`config.mk`:
```
export PLATFORM = sky130hd
export DESIGN_NAME = stepper_controller
export DESIGN_NICKNAME = d
export VERILOG_FILES = /design/src/source/stepper_pkg.sv /design/src/source/stepper_controller.sv /design/src/source/dda_timer.sv /design/src/source/spi_command_decoder.sv /design/src/source/spi_word.sv
export SDC_FILE = /design/constraint.sdc
export NUM_CORES = 2
export LEC_CHECK = 0
export ABC_AREA = 0
export BUFFER_PORTS_ARGS = -buffer_cell sky130_fd_sc_hd__buf_2
export CORE_ASPECT_RATIO = 0.5
export CORE_UTILIZATION = 35
export DETAILED_ROUTE_END_ITERATION = 10
export GPL_TIMING_DRIVEN = 0
export HOLD_SLACK_MARGIN = 0.15
export PLACE_DENSITY_LB_ADDON = 0.12
export SLEW_MARGIN = 25
export SYNTH_ARGS = -nofsm -noshare
export SYNTH_HDL_FRONTEND = slang
export SYNTH_SLANG_ARGS = --single-unit
```
`constraint.sdc`:
```
create_clock -name CLK -period 6.1 [get_ports CLK]
set_clock_uncertainty 0.1 [all_clocks]
set_input_delay 0.305 -clock CLK [delete_from_list [all_inputs] [get_ports CLK]]
set_output_delay 0.305 -clock CLK [all_outputs]
set_load 0.01 [all_outputs]
```
`src/source/stepper_pkg.sv`:
```
`default_nettype none

package stepper_pkg;

  // Word and header widths on the SPI link
  localparam int WORD_BITS = 64;
  localparam int CMD_BITS = 8;

  typedef logic [WORD_BITS-1:0] word_t;
  typedef logic [CMD_BITS-1:0] cmd_t;
  typedef logic [7:0] divisor_t;

  // Header codes, top byte of the first word of a message
  localparam cmd_t CMD_COORDINATED_STEP = 8'h01;
  localparam cmd_t CMD_MOTOR_ENABLE = 8'h0A;
  localparam cmd_t CMD_CLK_DIVISOR = 8'h0B;
  localparam cmd_t CMD_MOTORCONFIG = 8'h10;
  localparam cmd_t CMD_API_VERSION = 8'hFE;

  // API version reported to the host
  localparam logic [7:0] VERSION_MAJOR = 8'd0;
  localparam logic [7:0] VERSION_MINOR = 8'd3;
  localparam logic [7:0] VERSION_PATCH = 8'd1;

  // Configuration after reset
  localparam logic [2:0] DEFAULT_MICROSTEPS = 3'd2;
  localparam logic [7:0] DEFAULT_CURRENT = 8'd140;
  // 400 kHz ticks from a 16 MHz clock
  localparam divisor_t DEFAULT_DIVISOR = 8'd40;

  // One motor's share of a coordinated move
  typedef struct packed {
    logic signed [WORD_BITS-1:0] increment;
    logic signed [WORD_BITS-1:0] increment_increment;
    logic dir;
  } motor_move_t;

endpackage

`default_nettype wire
```
`src/source/stepper_controller.sv`:
```
`timescale 1ns/1ps
`default_nettype none

module stepper_controller
  import stepper_pkg::*;
#(
  parameter int motor_count = 2
) (
  input  logic                   CLK,
  input  logic                   resetn,
  input  logic                   sck,
  input  logic                   cs,
  input  logic                   copi,
  output logic                   cipo,
  input  word_t                  encoder_count,
  output logic [motor_count-1:0] step,
  output logic [motor_count-1:0] dir,
  output logic [motor_count-1:0] enable,
  output logic [2:0]             microsteps,
  output logic [7:0]             current,
  output logic                   buffer_ready,
  output logic                   move_done
);

  word_t tx_word;
  word_t rx_word;
  logic word_valid;
  divisor_t clock_divisor;
  divisor_t div_count;
  divisor_t div_last;
  logic tick;
  logic write_slot;
  logic read_slot;
  logic [1:0] slot_ready;
  logic [1:0] slot_done;
  logic slot_full;
  logic busy;
  logic start;
  word_t move_duration;
  motor_move_t [motor_count-1:0] motor_moves;
  logic [motor_count-1:0] dda_done;

  spi_word u_spi_word (
    .CLK        (CLK),
    .resetn     (resetn),
    .sck        (sck),
    .cs         (cs),
    .copi       (copi),
    .cipo       (cipo),
    .tx_word    (tx_word),
    .rx_word    (rx_word),
    .word_valid (word_valid)
  );

  spi_command_decoder #(
    .motor_count (motor_count)
  ) u_decoder (
    .CLK           (CLK),
    .resetn        (resetn),
    .word_valid    (word_valid),
    .rx_word       (rx_word),
    .tx_word       (tx_word),
    .encoder_count (encoder_count),
    .enable        (enable),
    .microsteps    (microsteps),
    .current       (current),
    .clock_divisor (clock_divisor),
    .write_slot    (write_slot),
    .slot_ready    (slot_ready),
    .slot_done     (slot_done),
    .read_slot     (read_slot),
    .buffer_ready  (buffer_ready),
    .move_duration (move_duration),
    .motor_moves   (motor_moves)
  );

  // Shared tick, divisor of zero behaves as one
  assign div_last = (clock_divisor == '0) ? '0 : clock_divisor - 8'd1;
  assign tick = div_count >= div_last;

  always_ff @(posedge CLK) begin
    if (!resetn || tick) begin
      div_count <= '0;
    end else begin
      div_count <= div_count + 8'd1;
    end
  end

  // All motors finish together, DDA 0 speaks for the group
  assign move_done = dda_done[0];
  assign slot_full = slot_ready[read_slot] != slot_done[read_slot];
  assign start = slot_full & ~busy;

  always_ff @(posedge CLK) begin
    if (!resetn) begin
      busy <= 1'b0;
      read_slot <= 1'b0;
      slot_done <= '0;
    end else if (start) begin
      busy <= 1'b1;
    end else if (move_done) begin
      // Hand the slot back to the decoder
      busy <= 1'b0;
      slot_done[read_slot] <= ~slot_done[read_slot];
      read_slot <= ~read_slot;
    end
  end

  for (genvar m = 0; m < motor_count; m++) begin : g_motor
    dda_timer u_dda (
      .CLK       (CLK),
      .resetn    (resetn),
      .tick      (tick),
      .start     (start),
      .duration  (move_duration),
      .move      (motor_moves[m]),
      .step      (step[m]),
      .dir       (dir[m]),
      .move_done (dda_done[m])
    );
  end

endmodule

`default_nettype wire

```
`src/source/dda_timer.sv`:
```
`timescale 1ns/1ps
`default_nettype none

module dda_timer
  import stepper_pkg::*;
(
  input  logic        CLK,
  input  logic        resetn,
  input  logic        tick,
  input  logic        start,
  input  word_t       duration,
  input  motor_move_t move,
  output logic        step,
  output logic        dir,
  output logic        move_done
);

  // One full step per unit of the upper half
  localparam int step_bit = 32;

  logic busy;
  logic last_tick;
  word_t tick_count;
  word_t tick_next;
  word_t duration_q;
  logic signed [WORD_BITS-1:0] accum;
  logic signed [WORD_BITS-1:0] accum_next;
  logic signed [WORD_BITS-1:0] increment;
  logic signed [WORD_BITS-1:0] increment_increment;

  assign accum_next = accum + increment;
  assign tick_next = tick_count + 1'b1;

  // Zero duration ends after a single tick
  assign last_tick = tick_next >= duration_q;

  always_ff @(posedge CLK) begin
    if (!resetn) begin
      busy <= 1'b0;
      step <= 1'b0;
      dir <= 1'b0;
      move_done <= 1'b0;
    end else begin
      step <= 1'b0;
      move_done <= 1'b0;
      if (start) begin
        busy <= 1'b1;
        dir <= move.dir;
      end else if (busy && tick) begin
        // A change of the step bit in either direction is one step
        step <= accum_next[step_bit] ^ accum[step_bit];
        if (last_tick) begin
          busy <= 1'b0;
          move_done <= 1'b1;
        end
      end
    end
  end

  // Accumulator and velocity
  always_ff @(posedge CLK) begin
    if (start) begin
      accum <= '0;
      tick_count <= '0;
      increment <= move.increment;
      increment_increment <= move.increment_increment;
      duration_q <= duration;
    end else if (busy && tick) begin
      accum <= accum_next;
      increment <= increment + increment_increment;
      tick_count <= tick_next;
    end
  end

endmodule

`default_nettype wire

```
`src/source/spi_command_decoder.sv`:
```
`timescale 1ns/1ps
`default_nettype none

module spi_command_decoder
  import stepper_pkg::*;
#(
  parameter int motor_count = 2
) (
  input  logic                          CLK,
  input  logic                          resetn,
  input  logic                          word_valid,
  input  word_t                         rx_word,
  output word_t                         tx_word,
  input  word_t                         encoder_count,
  output logic [motor_count-1:0]        enable,
  output logic [2:0]                    microsteps,
  output logic [7:0]                    current,
  output divisor_t                      clock_divisor,
  output logic                          write_slot,
  output logic [1:0]                    slot_ready,
  input  logic [1:0]                    slot_done,
  input  logic                          read_slot,
  output logic                          buffer_ready,
  output word_t                         move_duration,
  output motor_move_t [motor_count-1:0] motor_moves
);

  // Duration word, then increment and increment_increment per motor
  localparam logic [7:0] last_word = 8'(2 * motor_count);

  typedef enum logic [1:0] {
    msg_idle,
    msg_move,
    msg_version
  } msg_state_t;

  msg_state_t msg_state;
  logic [7:0] word_count;
  logic move_drop;
  cmd_t header_cmd;
  logic header_move;
  logic move_write;
  word_t encoder_store;

  // Two slot move buffer
  word_t duration_mem [2];
  motor_move_t [motor_count-1:0] moves_mem [2];

  assign header_cmd = rx_word[WORD_BITS-1 -: CMD_BITS];

  // Slot is free while its toggles agree
  assign buffer_ready = slot_ready[write_slot] == slot_done[write_slot];

  assign header_move = word_valid && (msg_state == msg_idle) &&
                       (header_cmd == CMD_COORDINATED_STEP) && buffer_ready;
  assign move_write = word_valid && (msg_state == msg_move) && !move_drop;

  // Playback side sees the slot at read_slot
  assign move_duration = duration_mem[read_slot];
  assign motor_moves = moves_mem[read_slot];

  always_ff @(posedge CLK) begin
    if (!resetn) begin
      msg_state <= msg_idle;
      word_count <= '0;
      move_drop <= 1'b0;
      tx_word <= '0;
      enable <= '0;
      microsteps <= DEFAULT_MICROSTEPS;
      current <= DEFAULT_CURRENT;
      clock_divisor <= DEFAULT_DIVISOR;
      write_slot <= 1'b0;
      slot_ready <= '0;
    end else if (word_valid) begin
      case (msg_state)
        msg_idle: begin
          tx_word <= '0;
          word_count <= '0;
          case (header_cmd)
            CMD_COORDINATED_STEP: begin
              // Full buffer, swallow the whole message
              move_drop <= !buffer_ready;
              msg_state <= msg_move;
            end
            CMD_MOTOR_ENABLE: begin
              enable <= rx_word[motor_count-1:0];
            end
            CMD_CLK_DIVISOR: begin
              clock_divisor <= rx_word[7:0];
            end
            CMD_MOTORCONFIG: begin
              microsteps <= rx_word[2:0];
              current <= rx_word[15:8];
            end
            CMD_API_VERSION: begin
              tx_word <= word_t'({VERSION_MAJOR, VERSION_MINOR, VERSION_PATCH});
              msg_state <= msg_version;
            end
            default: begin
              tx_word <= '0;
            end
          endcase
        end

        msg_version: begin
          // Dummy word that carried the version out
          tx_word <= '0;
          msg_state <= msg_idle;
        end

        msg_move: begin
          word_count <= word_count + 8'd1;
          // Odd counts are increment words
          if (word_count[0] && !move_drop) begin
            tx_word <= encoder_store;
          end else begin
            tx_word <= '0;
          end
          if (word_count == last_word) begin
            msg_state <= msg_idle;
            tx_word <= '0;
            if (!move_drop) begin
              slot_ready[write_slot] <= ~slot_ready[write_slot];
              write_slot <= ~write_slot;
            end
          end
        end

        default: begin
          msg_state <= msg_idle;
        end
      endcase
    end
  end

  // Move records and encoder snapshot
  always_ff @(posedge CLK) begin
    if (header_move) begin
      encoder_store <= encoder_count;
      for (int m = 0; m < motor_count; m++) begin
        moves_mem[write_slot][m].dir <= rx_word[m];
      end
    end
    if (move_write) begin
      if (word_count == 8'd0) begin
        duration_mem[write_slot] <= rx_word;
      end
      for (int m = 0; m < motor_count; m++) begin
        if (word_count == 8'(2 * m + 1)) begin
          moves_mem[write_slot][m].increment <= rx_word;
        end
        if (word_count == 8'(2 * m + 2)) begin
          moves_mem[write_slot][m].increment_increment <= rx_word;
        end
      end
    end
  end

endmodule

`default_nettype wire

```
`src/source/spi_word.sv`:
```
`timescale 1ns/1ps
`default_nettype none

module spi_word
  import stepper_pkg::*;
(
  input  logic  CLK,
  input  logic  resetn,
  input  logic  sck,
  input  logic  cs,
  input  logic  copi,
  output logic  cipo,
  input  word_t tx_word,
  output word_t rx_word,
  output logic  word_valid
);

  localparam int count_bits = $clog2(WORD_BITS);
  typedef logic [count_bits-1:0] count_t;
  localparam count_t last_bit = count_t'(WORD_BITS - 1);

  logic [2:0] sck_sync;
  logic [2:0] cs_sync;
  logic [1:0] copi_sync;
  logic sck_rise;
  logic sck_fall;
  logic cs_fall;
  logic cs_rise;
  logic frame_active;
  count_t bit_count;
  word_t rx_shift;
  word_t rx_next;
  word_t tx_shift;

  // Two flops of synchronizer, third stage for edge detection
  assign sck_rise = sck_sync[1] & ~sck_sync[2];
  assign sck_fall = ~sck_sync[1] & sck_sync[2];
  assign cs_fall = ~cs_sync[1] & cs_sync[2];
  assign cs_rise = cs_sync[1] & ~cs_sync[2];
  assign frame_active = ~cs_sync[1];

  assign rx_next = {rx_shift[WORD_BITS-2:0], copi_sync[1]};
  assign cipo = tx_shift[WORD_BITS-1];

  always_ff @(posedge CLK) begin
    if (!resetn) begin
      sck_sync <= '0;
      cs_sync <= '1;
      copi_sync <= '0;
    end else begin
      sck_sync <= {sck_sync[1:0], sck};
      cs_sync <= {cs_sync[1:0], cs};
      copi_sync <= {copi_sync[0], copi};
    end
  end

  always_ff @(posedge CLK) begin
    if (!resetn) begin
      bit_count <= '0;
      tx_shift <= '0;
      word_valid <= 1'b0;
    end else begin
      word_valid <= 1'b0;
      if (cs_fall) begin
        // Reply word is latched at the start of the frame
        tx_shift <= tx_word;
        bit_count <= '0;
      end else if (cs_rise) begin
        // Short frame, partial word is dropped
        bit_count <= '0;
      end else if (frame_active) begin
        if (sck_rise) begin
          bit_count <= bit_count + 1'b1;
          if (bit_count == last_bit) begin
            word_valid <= 1'b1;
          end
        end
        if (sck_fall) begin
          tx_shift <= {tx_shift[WORD_BITS-2:0], 1'b0};
        end
      end
    end
  end

  // Receive shifter, MSB first
  always_ff @(posedge CLK) begin
    if (frame_active && !cs_fall && sck_rise) begin
      rx_shift <= rx_next;
      if (bit_count == last_bit) begin
        rx_word <= rx_next;
      end
    end
  end

endmodule

`default_nettype wire

```
**Word-level counts from Yosys, hierarchy flattened**

Memory sizes are Yosys's and may differ from the RTL's. A register that Yosys moved wholly into a read port is not among the register bits.
Cells that the tools add are included.

- Add/sub/neg operators: 10
- Magnitude comparators: 7
- Equality and inequality tests: 18
- Multiplexer cells: 60
- Bitwise gates (word level): 22
- Reduce and logical (&&, ||, !) cells: 46

Operators by type and width:

| cell | count |
|---|---|
| 2-to-1 mux 64 bit | 10 |
| adder 64 bit | 4 |
| case mux 64 bit (3 select lines) | 1 |
| adder 64 x 1 -> 64 bit, second input constant | 2 |
| >= comparator 64 bit | 2 |
| 2-to-1 mux 1 bit | 39 |
| AND reduction 3 bit | 6 |
| adder 8 x 1 -> 8 bit, second input constant | 2 |
| equality test 8 x 1 -> 1 bit, second input constant | 2 |
| equality test 8 x 2 -> 1 bit, second input constant | 2 |
| equality test 8 x 4 -> 1 bit, second input constant | 2 |
| logical NOT 8 bit | 2 |
| case mux 8 bit (2 select lines) | 1 |
| NOT 1 bit | 15 |
| AND reduction 2 bit | 7 |
| nonzero test 2 bit | 7 |
| logical AND 1 bit | 12 |
| 2-to-1 mux 10 bit | 1 |
| OR reduction 3 bit | 3 |
| equality test 8 x 3 -> 1 bit, second input constant | 1 |
| equality test 8 x 5 -> 1 bit, second input constant | 1 |
| equality test 8 bit, second input constant | 1 |
| >= comparator 8 bit | 1 |
| 2-to-1 mux 8 bit | 1 |
| 24 further kinds | 38 |

- Register bits after elaboration: 900
- Memory bits (writable): 644
- Input port bits: 69
- Output and inout bits: 20
- Word-level logic and storage cells: 203
- Memories kept: 2

Memory list:

| name | depth | bits a word | rd ports | clocked after Yosys merged registers in | write ports | RTL line | RTL |
|---|---|---|---|---|---|---|---|
| u_decoder.moves_mem | 2 | 258 | 1 | 1 | 1 | spi_command_decoder.sv:47 | `motor_move_t [motor_count-1:0] moves_mem [2];` |
| u_decoder.duration_mem | 2 | 64 | 1 | 1 | 1 | spi_command_decoder.sv:46 | `word_t duration_mem [2];` |

**Longest topological paths before layout**

- Depth in word-level cells: 8
- Mapped depth: 22
- Depth with buffers taken out: 21

**Modules after synthesis**

From an unflattened synthesis, not the netlist that was laid out.

- Cells, all modules: 5036
- Area, all modules: 65296.4 µm²

By module, submodules not included:

| module | times used | cells an instance | area an instance (µm²) | seq. area each (µm²) |
|---|---|---|---|---|
| spi_command_decoder | 1 | 1540 | 29149.2 | 23242.3 |
| dda_timer (g_motor[0].u_dda) | 1 | 1474 | 14015.9 | 5905.7 |
| dda_timer (g_motor[1].u_dda) | 1 | 1442 | 13705.6 | 5905.7 |
| spi_word | 1 | 476 | 7538.5 | 5395.2 |
| stepper_controller | 1 | 104 | 887.1 | 240.2 |

**Worst setup path after synthesis**

No wires, ideal clock.

- Kind: reg-to-reg
- Start: reg slot_done[0]
- End: reg g_motor[0].u_dda.increment_increment[0], enable pin
- Setup time: 545 ps
- Arrival: 5058 ps
- Data required time: 5455 ps
- Path slack: 397 ps
- Cell stages (with the launch flop): 7
- Buffers on the path: 2
- Period minus slack after synthesis: 5703 ps
- Cells stage by stage: dfxtp_1 xor2_1 nor2_1 a211o_1 clkinv_1 clkbuf_1 clkbuf_1

- Cells in the longest elaborated chain, start to end: 4

Ends and longest elaborated chain:

| what | RTL line | RTL |
|---|---|---|
| start, declared | stepper_controller.sv:35 | `logic [1:0] slot_done;` |
| start signal, assigned by index | stepper_controller.sv:104 | `slot_done[read_slot] <= ~slot_done[read_slot];` |
| 2-to-1 mux 1 bit (not written as such) (2 in a row) | stepper_controller.sv:91 | `assign slot_full = slot_ready[read_slot] != slot_done[read_slot];` |
| inequality test 1 bit | stepper_controller.sv:91 |  |
| bitwise AND 1 bit | stepper_controller.sv:92 | `assign start = slot_full & ~busy;` |
| net g_motor[0].u_dda.start | dda_timer.sv:10 | `input logic start,` |
| end signal, assigned | dda_timer.sv:66 | `increment_increment <= move.increment_increment;` |
| end, declared | dda_timer.sv:29 | `logic signed [WORD_BITS-1:0] increment_increment;` |

The timed path passes the listed nets, and every way through them passes these cells. The select of a mux whose other input is x is not followed.
A chain may end at the register's enable or synchronous reset.

**Final worst setup path**

- Start: reg g_motor[0].u_dda.tick_count[0]
- End: reg g_motor[0].u_dda.busy

- Cells in the longest elaborated chain, start to end: 4

Ends and longest elaborated chain:

| what | RTL line | RTL |
|---|---|---|
| start, declared | dda_timer.sv:23 | `word_t tick_count;` |
| start signal, assigned | dda_timer.sv:71 | `tick_count <= tick_next;` |
| adder 64 x 1 -> 64 bit | dda_timer.sv:32 | `assign tick_next = tick_count + 1'b1;` |
| net g_motor[0].u_dda.tick_next[54] | dda_timer.sv:24 | `word_t tick_next;` |
| >= comparator 64 bit | dda_timer.sv:35 | `assign last_tick = tick_next >= duration_q;` |
| nonzero test 2 bit (no line) | - |  |
| AND reduction 2 bit (no line) | - |  |
| end signal, assigned | dda_timer.sv:39 | `busy <= 1'b0;` |
| end signal, assigned | dda_timer.sv:47 | `busy <= 1'b1;` |
| end signal, assigned | dda_timer.sv:53 | `busy <= 1'b0;` |
| end, declared | dda_timer.sv:21 | `logic busy;` |

The timed path passes the listed nets, and every way through them passes these cells.

==> key figures <==
Global routing
  – Via count of the first global-routing pass: ~36000
  – Met3 usage: between 3 and 4%
  – Largest net degree at the start of global routing: 42
  – Initial antenna violation count: 14
  – GRT Total Usage: 19.13%
  – Total gr overflow: 0
  – Global Route met1 Usage: between 20% and 30%
  – GR Layer Usage met2: 30.90%
  – First-pass GRT wire length: 222100 um
  – GR peak layer: met2

Setup path
  – Crit path DAT: roughly 6.3 ns
  – Kind of end point of the critical path: flop
  – Worst r2r src: g_motor[0].u_dda.tick_count[0]
  – CP required: around 6.6 ns
  – WS Path Type: reg2reg
  – Worst R2R Setup Slack: slightly above 0.3 ns
  – Maximum fanout along the worst path: 6
  – Launch point of the worst path: g_motor[0].u_dda.tick_count[0]
  – Worst setup SP type: flop

Synthesis
  – #FFs+latches synth: about 1200
  – Seq/Total Area, Yosys: between 50% and 60%
  – Post-Synthesis Net Count: between 4000 and 5000
  – Cells after synthesis: between 4000 and 5000
  – Mapped Area: ~53000 um^2
  – Syn_area_per_cell: ~12 um^2
  – Yosys cell types: slightly below 80
  – Yosys warning count: 0
  – Prevailing post-synth register cell: edfxtp_1
  – Ys async rst share: 0%
  – Post-synth EDFFs: 783

Floorplan
  – Die height: approximately 280 um
  – Core Rows: 100
  – Core area: roughly 150000 um^2
  – Die Width: around 550 um
  – I/O Pins: just under 90
  – Die area: approximately 150000 um^2
  – Initial Util: 35.60%

STA
  – RSZ-0062 raised after global routing: false
  – Setup ws final: 0.3102 ns
  – Worst-margin pin slew: between 1 and 1.5 ns
  – Worst relative slew slack: 23.47%
  – Crit path time final: around 5.8 ns
  – Crit share post-route: between 90 and 100%
  – Hold WS: 0.2128 ns
  – Slew Viols, Final: 0
  – Setup violations, final: 0
  – Final Hold Viols: 0
  – Achievable Freq: 172.7 MHz

Min path
  – HP Class: in2reg
  – Hold Path Origin: encoder_count[54]

Clock tree
  – Clock-pin slew on the worst setup and hold paths: around 0.060 ns
  – CTS root buf: clkbuf_16
  – CTS Sinks: between 1000 and 1500
  – TritonCTS Buffers: between 100 and 150
  – Maximum buffer depth of the clock tree: 3
  – CTS H-Tree Depth: 3
  – Clock Latency Late Sink: between 0.7 and 0.8 ns
  – CTS tree: built

Final layout
  – # fillers: 14120
  – Area Overhead vs Synth: 16.68%
  – Non-filler cells, final: 6939
  – Fin util: 41.53%
  – Post-Layout Inst Area: ~62000 um^2
  – Layout cell share with drive strength beyond 1: 10.74%
  – Layout Nets: 5152

Placed design
  – Placed Area: between 50000 and 60000 um^2
  – GPL Wtd Cong: 0.8572
  – Hpwl dp: about 110000 um
  – Port Buffers: just under 90
  – Pre-CTS setup slack: -1.222 ns
  – Cells after DPL: approximately 6600

Routing
  – 1st-iter DRT viols: approximately 2600
  – # DRC: 0
  – DRT Pass-1 Iters: 5
  – WL final: 148000 um
  – Via count: between 30000 and 40000
  – Post-route ant nets: 0
  – Via/cell ratio: ~5
  – Avg WL per Cell: 21.33 um

Power and ir drop
  – Pleak: between 20 and 25 nW
  – VDD IR max: roughly 0.26 mV
  – Pwr per Cell Area: around 260 nW/um^2

Job
  – # Max-Cap Violations: 0

Status
  – Status: finished, final reports clean
[power by group]
group,switching (mW),internal (mW),total [mW]
registers,0.0151,8.40,8.42
logic,0.0909,0.118,0.209
clock network,3.23,4.12,7.35
total,3.33,12.6,16.0
[logic make-up (layout without fill, tap and decap cells)]
| logic type | after synthesis | in the layout | share of synthesized area [%] |
|---|---|---|---|
| simple gates | 1258 | 1258 | 11.41 |
| fa+ha+maj | 285 | 285 | 6.723 |
| mux | 278 | 278 | 5.518 |
| flops | 1173 | 1173 | 58.55 |
| other cells | 0 | 3 | 0 |
| buf+inv | 296 | 755 | 2.131 |
| compound gates | 786 | 786 | 9.759 |
| xor+xnor | 361 | 361 | 5.911 |
[what timing repair did]
item / in CTS / in global routing
setup buffers: 1 / 4
endpoints found under the hold margin: 67 / 0
gates resized for setup: 12 / 6
pin swaps: 3 / 4
hold buffers: 127 / 0
gates cloned: 0 / 0
setup endpoints to repair: 3 / 38
[flip-flops by register name (all words and copies together), names as in the netlist, 8 cells and up, named ones only]
| register | cells |
|---|---|
| u_decoder.moves_mem | 268 |
| g_motor.u_dda.tick_count | 128 |
| u_decoder.duration_mem | 128 |
| g_motor.u_dda.increment | 66 |
| g_motor.u_dda.increment_increment | 66 |
| g_motor.u_dda.accum | 64 |
| g_motor.u_dda.duration_q | 64 |
| u_decoder.encoder_store | 64 |
| u_decoder.tx_word | 64 |
| u_spi_word.rx_word | 64 |
| u_spi_word.tx_shift | 64 |
| u_spi_word.rx_shift | 63 |
| div_count | 8 |
| u_decoder.clock_divisor | 8 |
| u_decoder.current | 8 |
| u_decoder.word_count | 8 |
[stage by stage]
| stage | setup TNS (ns) | power [mW] |
|---|---|---|
| 3_5_place_dp | -2.612 | 8.742 |
| 5_1_grt | 0 | 16.49 |
| 3_3_place_gp | -873.32 | 8.737 |
| 6_report | 0 | 15.97 |
| 2_1_floorplan | 0 | 8.678 |
| 4_1_cts | 0 | 16.17 |
[cells in the mapped netlist (13+ instances only)]
master	count	share of area, %
a211oi_1	38	0.53
a21o_1	113	1.6
a21oi_1	230	2.2
a22oi_1	63	0.88
a31oi_1	13	0.15
and2_1	34	0.40
and3_1	62	0.73
and4_1	20	0.33
buf_1	31	0.22
clkbuf_1	135	0.95
dfxtp_1	390	15
edfxtp_1	783	44
ha_1	281	6.6
inv_1	119	0.84
mux2_2	135	2.8
mux2i_1	143	2.7
nand2_1	366	2.6
nand2b_1	33	0.39
nand3_1	109	1.0
nand4_1	67	0.78
nor2_1	333	2.3
nor2b_1	115	1.3
nor3_1	44	0.41
o211a_1	67	1.3
o21a_1	21	0.29
o21ai_0	135	1.3
o21bai_1	15	0.21
or3_1	23	0.27
xnor2_1	154	2.5
xor2_1	207	3.4
[final timing paths]
path,end,cells after the start
setup reg to reg,g_motor[0].u_dda.busy,19
hold / removal,u_decoder.encoder_store[54],2
setup / recovery,g_motor[0].u_dda.busy,19
hold reg to reg,u_spi_word.rx_shift[38],0
[placed cells by master, fill, tap and decap left out, types with 108 or more instances in the layout]
cell	synthesis	routed
ha_1	281	280
nor2b_1	115	115
clkbuf_16	0	115
mux2i_1	143	143
mux2_2	135	135
edfxtp_1	783	783
a21oi_1	230	230
nor2_1	333	328
xnor2_1	154	154
dlygate4sd3_1	0	127
a21o_1	113	113
xor2_1	207	207
clkbuf_1	135	140
dfxtp_1	390	390
nand3_1	109	108
inv_1	119	119
nand2_1	366	364
o21ai_0	135	135
[final cells by class]
cell class	instances	area, um^2	share of cell area [%]
well taps	2040	2552	4.090
clock inverters	57	651.9	1.044
flip-flops and latches	1173	31320	50.18
multi-input cells	2968	21210	33.99
diodes	3	7.507	0.01203
clock buffers	154	3199	5.126
inverters	120	450.4	0.7217
plain buffers	175	711.9	1.141
repair buffers	249	2307	3.697
[per-layer routing]
layer  wire length (um)  part of all wire, %
met2              66760                   45
met1              70580                   48
met4               3076                  2.1
met5                  0                    0
met3               7612                  5.1
[worst max-delay path, stage by stage, from the launching register on]
cell and delay (ns):
dfxtp_1 0.47, ha_2 0.32, nand3_4 0.14, or4_4 0.63, nor4_4 0.27, nand3_2 0.19
or4_4 0.58, nor2_2 0.18, and3_2 0.22, xnor2_1 0.08, ha_1 0.30, nand4_1 0.17
nor4_4 0.46, nand3_2 0.19, or3_1 0.47, a211oi_4 0.33, a2111oi_2 0.07, buf_4 0.19
o21ai_0 0.15, a21boi_0 0.10
No activity file was read; power rests on OpenSTA's default activity.
